`src/csr_config.svh`:
```
/*
 * configuration macros for the CSR execute unit
 * data width, rename bits and machine CSR addresses
 * read-only information values and the writable register reset value
 */
`ifndef CSR_CONFIG_SVH
`define CSR_CONFIG_SVH

// data path width of the RV64 core
`define CSR_XLEN 64
// rename bits appended above the 5-bit architectural register index
`define CSR_RNBIT 2
// all decoded CSRs, and the writable ones that lead the select vector
`define CSR_NUM 12
`define CSR_NUM_WR 7

// machine trap setup and trap handling addresses
`define CSR_ADDR_MSTATUS 12'h300
`define CSR_ADDR_MISA 12'h301
`define CSR_ADDR_MIE 12'h304
`define CSR_ADDR_MTVEC 12'h305
`define CSR_ADDR_MEPC 12'h341
`define CSR_ADDR_MCAUSE 12'h342
`define CSR_ADDR_MTVAL 12'h343
`define CSR_ADDR_MIP 12'h344

// machine information addresses, all read only
`define CSR_ADDR_MVENDORID 12'hF11
`define CSR_ADDR_MARCHID 12'hF12
`define CSR_ADDR_MIMPID 12'hF13
`define CSR_ADDR_MHARTID 12'hF14

// misa reports MXL = 2 for RV64 and only the I extension (bit 8)
`define CSR_MISA_VAL 64'h8000_0000_0000_0100
`define CSR_HART_ID 64'h0
// mvendorid is a 32-bit register even on RV64
`define CSR_MVENDORID_VAL 32'h0
`define CSR_MARCHID_VAL 64'h0
`define CSR_MIMPID_VAL 64'h0
// every writable CSR leaves reset at this value
`define CSR_RST_VAL 64'h0

`endif

```
`src/csr_pkg.sv`:
```
/*
 * shared vector types of the CSR execute unit
 * data, address, renamed destination, one-hot select, write enables, function
 */
`include "csr_config.svh"

package csr_pkg;

	// one CSR value or one source operand of csrrw, csrrs or csrrc
	typedef logic [`CSR_XLEN-1:0] csr_data_t;

	// the 12-bit CSR address field of the instruction
	typedef logic [11:0] csr_addr_t;

	// renamed destination index, architectural 5 bits plus rename bits
	// index zero with rename bits zero means x0, so the read is suppressed on csrrw
	typedef logic [5+`CSR_RNBIT-1:0] csr_rd_t;

	// one-hot CSR select, one bit per decoded register
	// bit 0 mstatus, bit 1 mie, bit 2 mtvec, bit 3 mepc
	// bit 4 mcause, bit 5 mtval, bit 6 mip
	// bit 7 misa, bit 8 mvendorid, bit 9 marchid, bit 10 mimpid, bit 11 mhartid
	// the writable registers sit in the low bits so the write enables
	// are simply the low slice of the select
	// an all-zero select means the address is unknown
	typedef logic [`CSR_NUM-1:0] csr_sel_t;

	// per-register write enables in the same order as the low select bits
	// bit 0 mstatus up to bit 6 mip
	typedef logic [`CSR_NUM_WR-1:0] csr_wr_t;

	// one-hot function of the operation
	// bit 0 write (csrrw), bit 1 set (csrrs), bit 2 clear (csrrc)
	// the immediate forms share these strobes, only the operand source differs
	typedef logic [2:0] csr_fn_t;

endpackage

```
`src/csr_ctrl.sv`:
```
/*
 * control of the CSR execute unit
 * address decode into a one-hot select, function vector, read and write
 * suppression, write enable gating and the registered writeback outputs
 */
`timescale 1ns/1ps
`include "csr_config.svh"

module csr_ctrl
	import csr_pkg::*;
(
	input logic CLK,
	input logic arst_n,

	// operation from issue, all fields qualified by csr_valid
	input logic csr_valid,
	input logic csr_rw,
	input logic csr_rs,
	input logic csr_rc,
	input csr_rd_t csr_rd,
	input csr_data_t csr_op,
	input csr_addr_t csr_addr,

	// old value of the addressed CSR, straight from the read mux
	input csr_data_t rdata,

	output csr_sel_t sel,
	output csr_wr_t wr_en,
	output csr_fn_t fn,
	output csr_data_t op,

	// writeback port, one cycle after csr_valid
	output logic wb_valid,
	output csr_data_t wb_res,
	output csr_rd_t wb_rd
);

	logic dont_read;
	logic dont_write;
	logic wr_ok;
	csr_data_t res_d;

	// address decode, order follows csr_sel_t
	// an address outside this list leaves every bit low and reads zero
	assign sel[0] = (csr_addr == `CSR_ADDR_MSTATUS);
	assign sel[1] = (csr_addr == `CSR_ADDR_MIE);
	assign sel[2] = (csr_addr == `CSR_ADDR_MTVEC);
	assign sel[3] = (csr_addr == `CSR_ADDR_MEPC);
	assign sel[4] = (csr_addr == `CSR_ADDR_MCAUSE);
	assign sel[5] = (csr_addr == `CSR_ADDR_MTVAL);
	assign sel[6] = (csr_addr == `CSR_ADDR_MIP);
	assign sel[7] = (csr_addr == `CSR_ADDR_MISA);
	assign sel[8] = (csr_addr == `CSR_ADDR_MVENDORID);
	assign sel[9] = (csr_addr == `CSR_ADDR_MARCHID);
	assign sel[10] = (csr_addr == `CSR_ADDR_MIMPID);
	assign sel[11] = (csr_addr == `CSR_ADDR_MHARTID);

	// the strobes are one-hot already, they are just packed for the file
	assign fn = {csr_rc, csr_rs, csr_rw};
	assign op = csr_op;

	// csrrw into x0 has no read side effect, so the result is forced to zero
	assign dont_read = csr_rw & (csr_rd == '0);

	// csrrs and csrrc with a zero operand must not write at all
	assign dont_write = (csr_rs | csr_rc) & (csr_op == '0);

	// a write needs a live operation with some function strobe set
	assign wr_ok = csr_valid & (csr_rw | csr_rs | csr_rc) & ~dont_write;

	// read-only and unknown addresses have no bit in the low slice,
	// so writes to them fall away here
	assign wr_en = sel[`CSR_NUM_WR-1:0] & {`CSR_NUM_WR{wr_ok}};

	// the read returns the value held before this operation's own write
	assign res_d = dont_read ? '0 : rdata;

	// writeback registers
	// valid follows the strobe every cycle, the payload only loads with it
	always_ff @(posedge CLK or negedge arst_n) begin
		if (!arst_n) begin
			wb_valid <= 1'b0;
			wb_res <= '0;
			wb_rd <= '0;
		end else begin
			wb_valid <= csr_valid;
			if (csr_valid) begin
				wb_res <= res_d;
				wb_rd <= csr_rd;
			end
		end
	end

endmodule

```
`src/csr_exe_top.sv`:
```
/*
 * top level of the machine mode CSR execute unit
 * control with decode and writeback, the CSR storage and the read mux
 */
`timescale 1ns/1ps

module csr_exe_top
	import csr_pkg::*;
(
	input logic CLK,
	input logic arst_n,

	// operation strobe and fields
	input logic csr_valid,
	input logic csr_rw,
	input logic csr_rs,
	input logic csr_rc,
	input csr_rd_t csr_rd,
	input csr_data_t csr_op,
	input csr_addr_t csr_addr,

	// result, one cycle later
	output logic wb_valid,
	output csr_data_t wb_res,
	output csr_rd_t wb_rd
);

	csr_sel_t sel;
	csr_wr_t wr_en;
	csr_fn_t fn;
	csr_data_t op;
	csr_data_t rdata;

	// register values between the storage and the read mux
	csr_data_t mstatus;
	csr_data_t mie;
	csr_data_t mtvec;
	csr_data_t mepc;
	csr_data_t mcause;
	csr_data_t mtval;
	csr_data_t mip;

	csr_ctrl u_ctrl (
		.CLK(CLK),
		.arst_n(arst_n),
		.csr_valid(csr_valid),
		.csr_rw(csr_rw),
		.csr_rs(csr_rs),
		.csr_rc(csr_rc),
		.csr_rd(csr_rd),
		.csr_op(csr_op),
		.csr_addr(csr_addr),
		.rdata(rdata),
		.sel(sel),
		.wr_en(wr_en),
		.fn(fn),
		.op(op),
		.wb_valid(wb_valid),
		.wb_res(wb_res),
		.wb_rd(wb_rd)
	);

	// the merge reads the same rdata the control latches as the result
	csr_file u_file (
		.CLK(CLK),
		.arst_n(arst_n),
		.wr_en(wr_en),
		.fn(fn),
		.op(op),
		.rdata(rdata),
		.mstatus(mstatus),
		.mie(mie),
		.mtvec(mtvec),
		.mepc(mepc),
		.mcause(mcause),
		.mtval(mtval),
		.mip(mip)
	);

	csr_read_mux u_read_mux (
		.sel(sel),
		.mstatus(mstatus),
		.mie(mie),
		.mtvec(mtvec),
		.mepc(mepc),
		.mcause(mcause),
		.mtval(mtval),
		.mip(mip),
		.rdata(rdata)
	);

endmodule

```
`src/csr_file.sv`:
```
/*
 * writable machine CSR storage
 * write, set and clear merge against the current value, and the seven
 * registers mstatus, mie, mtvec, mepc, mcause, mtval and mip
 */
`timescale 1ns/1ps
`include "csr_config.svh"

module csr_file
	import csr_pkg::*;
(
	input logic CLK,
	input logic arst_n,

	// at most one bit set, already gated by valid and the no-write rule
	input csr_wr_t wr_en,
	input csr_fn_t fn,
	input csr_data_t op,

	// current value of the selected CSR from the read mux
	input csr_data_t rdata,

	output csr_data_t mstatus,
	output csr_data_t mie,
	output csr_data_t mtvec,
	output csr_data_t mepc,
	output csr_data_t mcause,
	output csr_data_t mtval,
	output csr_data_t mip
);

	csr_data_t wdata;

	// register array indexed like csr_wr_t
	// 0 mstatus, 1 mie, 2 mtvec, 3 mepc, 4 mcause, 5 mtval, 6 mip
	csr_data_t csr_q [`CSR_NUM_WR];

	// merge of the old value with the operand
	// write takes the operand as is
	// set ORs the operand in, clear masks the operand bits out
	// only one function strobe is high, so the terms never overlap
	always_comb begin
		wdata = ({`CSR_XLEN{fn[0]}} & op)
			| ({`CSR_XLEN{fn[1]}} & (rdata | op))
			| ({`CSR_XLEN{fn[2]}} & (rdata & ~op));
	end

	// all registers are fully writable here
	// no WARL field legalisation is done, that comes with trap support
	always_ff @(posedge CLK or negedge arst_n) begin
		if (!arst_n) begin
			for (int i = 0; i < `CSR_NUM_WR; i++) begin
				csr_q[i] <= `CSR_RST_VAL;
			end
		end else begin
			for (int i = 0; i < `CSR_NUM_WR; i++) begin
				// the new value lands on the same edge as the writeback
				if (wr_en[i]) begin
					csr_q[i] <= wdata;
				end
			end
		end
	end

	// the registers leave by name for the read mux
	assign mstatus = csr_q[0];
	assign mie = csr_q[1];
	assign mtvec = csr_q[2];
	assign mepc = csr_q[3];
	assign mcause = csr_q[4];
	assign mtval = csr_q[5];
	assign mip = csr_q[6];

endmodule

```
`src/csr_read_mux.sv`:
```
/*
 * one-hot read selection over the writable CSRs and the read-only
 * machine information constants
 */
`timescale 1ns/1ps
`include "csr_config.svh"

module csr_read_mux
	import csr_pkg::*;
(
	// one-hot, bit order as in csr_sel_t
	input csr_sel_t sel,

	input csr_data_t mstatus,
	input csr_data_t mie,
	input csr_data_t mtvec,
	input csr_data_t mepc,
	input csr_data_t mcause,
	input csr_data_t mtval,
	input csr_data_t mip,

	output csr_data_t rdata
);

	csr_data_t rdata_wr;
	csr_data_t rdata_ro;

	// writable registers, each masked by its own select bit
	assign rdata_wr = ({`CSR_XLEN{sel[0]}} & mstatus)
		| ({`CSR_XLEN{sel[1]}} & mie)
		| ({`CSR_XLEN{sel[2]}} & mtvec)
		| ({`CSR_XLEN{sel[3]}} & mepc)
		| ({`CSR_XLEN{sel[4]}} & mcause)
		| ({`CSR_XLEN{sel[5]}} & mtval)
		| ({`CSR_XLEN{sel[6]}} & mip);

	// read-only information registers
	// most of these are zero constants and trim away in synthesis
	// mvendorid is only 32 bits wide and reads zero-extended
	assign rdata_ro = ({`CSR_XLEN{sel[7]}} & `CSR_MISA_VAL)
		| ({`CSR_XLEN{sel[8]}} & {{(`CSR_XLEN-32){1'b0}}, `CSR_MVENDORID_VAL})
		| ({`CSR_XLEN{sel[9]}} & `CSR_MARCHID_VAL)
		| ({`CSR_XLEN{sel[10]}} & `CSR_MIMPID_VAL)
		| ({`CSR_XLEN{sel[11]}} & `CSR_HART_ID);

	// an empty select masks every term, so an unknown address reads zero
	assign rdata = rdata_wr | rdata_ro;

endmodule

```
`config.mk`:
```
export PLATFORM = sky130hd
export DESIGN_NAME = csr_exe_top
export DESIGN_NICKNAME = d
export VERILOG_FILES = /design/src/csr_pkg.sv /design/src/csr_ctrl.sv /design/src/csr_exe_top.sv /design/src/csr_file.sv /design/src/csr_read_mux.sv
export VERILOG_INCLUDE_DIRS = /design/src
export SDC_FILE = /design/constraint.sdc
export NUM_CORES = 1
export LEC_CHECK = 0
export ABC_AREA = 1
export BUFFER_PORTS_ARGS = -buffer_cell sky130_fd_sc_hd__buf_2
export CAP_MARGIN = 15
export CORE_MARGIN = 1.5
export CORE_UTILIZATION = 30
export CTS_CLUSTER_SIZE = 8
export DETAILED_ROUTE_END_ITERATION = 16
export SLEW_MARGIN = 10
export SYNTH_ARGS = -nofsm -noshare
export SYNTH_HDL_FRONTEND = slang
export SYNTH_HIERARCHICAL = 1
export SYNTH_SLANG_ARGS = --single-unit
```
`constraint.sdc`:
```
create_clock -name CLK -period 1.3 [get_ports CLK]
set_clock_uncertainty 0.1 [all_clocks]
set_input_delay 0.13 -clock CLK [delete_from_list [all_inputs] [get_ports CLK]]
set_output_delay 0.13 -clock CLK [all_outputs]
set_load 0.02 [all_outputs]
```
# Yosys cells after proc, flatten, opt, wreduce, memory -nomap -nowiden

Index checks and enable logic that the tools add are counted.

Bits in registers: 520
Input bits: 89
Logic and storage cells: 52

Eq/ne operators: 8
Mux-type cells: 1
Bitwise gates (word level): 31
Reductions and logical operators: 2

Operators by type and width:

| operator                                        | count |
|---|---|
| bitwise AND 64 bit                              | 11 |
| OR 64 bit                                       | 10 |
| == test 12 x 10 -> 1 bit, second input constant | 8 |
| zero test 64 bit                                | 1 |
| 2-to-1 mux 64 bit                               | 1 |
| NOT 64 bit                                      | 1 |
| bitwise AND 7 bit                               | 1 |
| zero test 7 bit                                 | 1 |
| bitwise AND 1 bit                               | 4 |
| OR 1 bit                                        | 3 |
| NOT 1 bit                                       | 1 |

# Logic depth before layout (Yosys ltp)

Depth after elaboration: 13
Mapped depth: 20

# By module

Netlist, hierarchy kept.

Modules (own cells, without submodules):

| module       | times used | cells each | area an instance (um^2) | seq. area each (um^2) |
|---|---|---|---|---|
| csr_file     | 1          | 2,227      | 18,205.0                | 11,210.8 |
| csr_read_mux | 1          | 946        | 4,191.5                 | 0.0 |
| csr_ctrl     | 1          | 494        | 3,936.3                 | 1,801.7 |

# Worst setup path after synthesis

Ideal clock, no wire load.

Kind: in2reg
Start point: input csr_addr[9]
End point: register u_file.csr_q (netlist bit u_file/mcause[55])
Arrival time: 1,622 ps
Slack: -488 ps
Stages on the path: 20
Buffers on the path: 2
Cell sequence: nand2_1 > inv_1 > nand3_1 > inv_1 > nand4_1 > inv_1 > nand3_1 > inv_1 > buf_6 > buf_12 > nand2_2 > inv_1 > nor2_1 > nand2_1 > inv_1 > nor2_1 > nand2_1 > nand2_1 > nand2_1 > nand2_1

RTL lines:

| element                                | line               | source |
|---|---|---|
| from (decl)                            | csr_exe_top.sv:20  | `input csr_addr_t csr_addr,` |
| == test 12 x 10 -> 1 bit (no line) (*) | --                 |  |
| named net sel[2]                       | csr_exe_top.sv:28  | `csr_sel_t sel;` |
| bitwise AND 64 bit (*)                 | csr_read_mux.sv:31 | `` \| ({`CSR_XLEN{sel[2]}} & mtvec) `` |
| OR 64 bit (*) (5 in series)            | csr_read_mux.sv:29 | `` assign rdata_wr = ({`CSR_XLEN{sel[0]}} & mstatus) `` |
| OR 64 bit (*)                          | csr_read_mux.sv:47 | `assign rdata = rdata_wr \| rdata_ro;` |
| named net rdata[55]                    | csr_exe_top.sv:32  | `csr_data_t rdata;` |
| OR 64 bit                              | csr_file.sv:44     | `` \| ({`CSR_XLEN{fn[1]}} & (rdata \| op)) `` |
| bitwise AND 64 bit                     | csr_file.sv:44     |  |
| OR 64 bit                              | csr_file.sv:43     | `` wdata = ({`CSR_XLEN{fn[0]}} & op) `` |
| OR 64 bit (*)                          | csr_file.sv:43     |  |
| to (signal, indexed assignment)        | csr_file.sv:53     | `` csr_q[i] <= `CSR_RST_VAL; `` |
| to (signal, indexed assignment)        | csr_file.sv:59     | `csr_q[i] <= wdata;` |
| to (decl)                              | csr_file.sv:36     | `` csr_data_t csr_q [`CSR_NUM_WR]; `` |

Mark *: on every way through the listed nets, which the timed path passes. The rest lies on a longest branch.
A chain may end at the register's enable or synchronous reset.

# Worst setup path after layout

Start point: input csr_addr[4]
End point: register u_file.csr_q (netlist bit u_file/mstatus[39])

RTL lines:

| element                                | line               | source |
|---|---|---|
| == test 12 x 10 -> 1 bit (no line) (*) | --                 |  |
| named net sel[6]                       | csr_exe_top.sv:28  |  |
| bitwise AND 64 bit (*)                 | csr_read_mux.sv:35 | `` \| ({`CSR_XLEN{sel[6]}} & mip); `` |
| OR 64 bit (*)                          | csr_read_mux.sv:29 |  |
| OR 64 bit (*)                          | csr_read_mux.sv:47 |  |
| named net rdata[39]                    | csr_exe_top.sv:32  |  |
| OR 64 bit                              | csr_file.sv:44     |  |
| bitwise AND 64 bit                     | csr_file.sv:44     |  |
| OR 64 bit                              | csr_file.sv:43     |  |
| OR 64 bit (*)                          | csr_file.sv:43     |  |

Marked as above.

==> metrics.yaml <==
die:
  start_util_pct: 30.3
  num_rows: 108
  core_area_um2: 86800
  io_pins: 161
  die_h_um: 299
  die_area_um2: 89400
  die_w_um: 299
global_routing:
  overflow: 0
  grt_pass1_vias: 23601
  track_usage_pct: 20.0
  antenna_found_initial: 3
  grt_pass1_wl_um: 140000
  grt_max_degree: 72
sta:
  finalSetupViolCount: 598
  worstMarginPinSlew_ns: 0.960
  fin_setup_tns_ns: -194.66
  period_share_pct: 137
  slew_headroom_pct: 36.0
  fin_crit_ns: 1.78
  fin_hold_ws_ns: -0.00724
  setup_ws_ns: -0.478
  finalHoldViolations: 4
  slew_viol_final: 0
  rsz0062_at_grt: "yes"
  max_freq_mhz: 562
detailed_routing:
  met1_length_um: 41100
  first_pass_iters: 7
  wl_um: 90700
  wl_met3_um: 6590
  highest_layer: "met4"
  wl_met2_um: 40600
  vias_per_cell: 4.61
  antenna_left: 0
  drtIter0Drc: 2010
  wire_per_inst_um: 17.4
  drc: 0
  vias: 24008
synthesis:
  synth.avg_cell_area_um2: 7.19
  synth_cells: 3659
  synth_fp_nets: 3748
  syn_area_um2: 26300
  yosysWarnings: 6
layout:
  multiInputGateArea_um2: 11600
  drive_gt1_share_pct: 22.3
  nFillCells: 8934
  final_util_pct: 39.2
  areaGrowthSynthToFinish_pct: 29.3
  nets: 4135
  regArea_um2: 13000
place:
  gp_congestion: 0.832
  pre_cts_ws_ns: -1.07
  hpwl_um: 55600
  numPortBuffers: 160
clock_tree:
  clkTransAtPathRegs_ns: 0.05
  h-tree-depth: 3
  root_buffer: "clkbuf_16"
  cts_buffers: 75
  cts.sinks: 520
  cts_tree: "built"
  cts.path.max_buffers: 3
  clock_latency_ns: 0.61
outcome:
  violations: "hold timing, setup timing"
  status: "finished, violations left"
critical_path:
  worstPathMaxFanout: 8
  path_class: "input pin to register"
  r2r-end: "u_ctrl/wb_res[15]"
  worst_ep_required_time_ns: 1.74
  endpoint: "u_file/mstatus[39]"
  cp-end-kind: "register"
  setup.worst_path.start: "csr_addr[4]"
  critPathLaunchType: "input pin"
  r2r_setup_slack_ns: -0.17
  worst_r2r_path_depth: 9
  crit_arrival_ns: 2.22
  r2r_start: "u_file/mtval[15]"
pwr:
  power.total_mw: 36.3
  power_switching_mw: 8.46
  pwr-share-clk_pct: 49.2
  sw_frac_of_total_pct: 23.3
  intPower_mw: 27.9
  power_leakage_nw: 19.4
  combPwrFrac_pct: 5.9
  cellPowerDensity_nw_per_um2: 1070
  seqPwrFrac_pct: 44.9
  vdd_drop_max_v: 0.000814
run:
  cap_violations: 0
hold_path:
  hold_path.class: "input pin to register"
layer usage:
| layer | track usage, % | up-vias |
|---|---|---|
| met5 | 0 | - |
| met4 | 5.78 | 0 |
| met3 | 3.55 | 151 |
| met2 | 31.2 | 865 |
| met1 | 28.4 | 11450 |
| li1 | - | 11542 |
repair_timing:
action	CTS	global route
gates cloned	2	7
resized for setup	71	153
endpoints found under the setup margin	584	598
pin swaps	23	101
hold buffers	70	0
buffers inserted	17	11
hold endpoints to repair	945	0
how the worst min path moves through the flow:
stage	start	endpoint	slack [ns]	cells after the start
2_1_floorplan	arst_n	u_ctrl/wb_rd[0]	-0.27	0
5_1_grt	csr_op[6]	u_file/mtvec[6]	0.02	6
3_3_place_gp	arst_n	u_file/mcause[49]	-0.07	1
6_report	csr_op[6]	u_file/mtval[6]	-0.007	6
4_1_cts	csr_op[8]	u_file/mepc[8]	0.007	6
3_5_place_dp	arst_n	u_file/mtval[49]	-0.07	1
placed cells by master, fill, tap and decap left out, types with 2 or more instances in the layout:
master	count
nand2_1	2165
dfrtp_1	520
nor2_1	224
buf_4	220
nand2_2	180
buf_2	152
inv_1	113
clkbuf_16	85
buf_12	85
dlygate4sd3_1	70
nand2_4	66
o21ai_0	44
inv_2	39
o21ai_2	20
nor2_4	19
buf_6	12
nand4_1	4
nor2_2	4
inv_6	3
buf_8	3
nand3_1	3
diode_2	2
clkbuf_1	2
bufbuf_16	2
nand3_4	2
clkinv_4	2
clkinv_2	2
nor4_1	2
state kept, by name, summed over array words and instances, names as in the netlist:
signal,cells
u_ctrl/wb_rd,7
u_ctrl/wb_res,64
u_ctrl/wb_valid,1
u_file/mcause,64
u_file/mepc,64
u_file/mie,64
u_file/mip,64
u_file/mstatus,64
u_file/mtval,64
u_file/mtvec,64
critical path, stage by stage:
cell	delay [ns]
buf_8	0.12
nor2_4	0.12
inv_2	0.05
nor4_4	0.27
buf_4	0.19
nand3_4	0.09
inv_6	0.11
buf_12	0.19
buf_12	0.15
nand2_1	0.06
nand2_2	0.07
nor2_2	0.04
nand2_1	0.09
inv_1	0.04
nor2_1	0.10
nand2_1	0.09
nand2_4	0.14
nand2_2	0.06
nand2_2	0.07
cell type report:
class                   instances  area share, %
well taps                    1155           4.25
diodes                          2         0.0147
inverters                     158           1.81
multi-input cells            2740           34.2
clock buffers                  81           5.80
clock inverters                 5          0.247
flip-flops and latches        520           38.3
repair buffers                551           15.4
power groups by stage:
stage	clock [mW]	sequential [mW]	combinational, mW
6_report	17.9	16.3	2.16
2_1_floorplan	0	16.6	0.746
4_1_cts	18.2	16.3	2.11
5_1_grt	18.9	16.3	2.36
3_5_place_dp	0	16.6	1.88
3_3_place_gp	0	16.6	1.88
per-stage QoR:
step,area [um^2],cells
final,34000,5212
after global routing,34000,5210
after CTS,33200,5192
after detailed placement,30000,5017
after global placement,30000,5017
after floorplan,26300,3659
(Power assumes the default switching activity.)
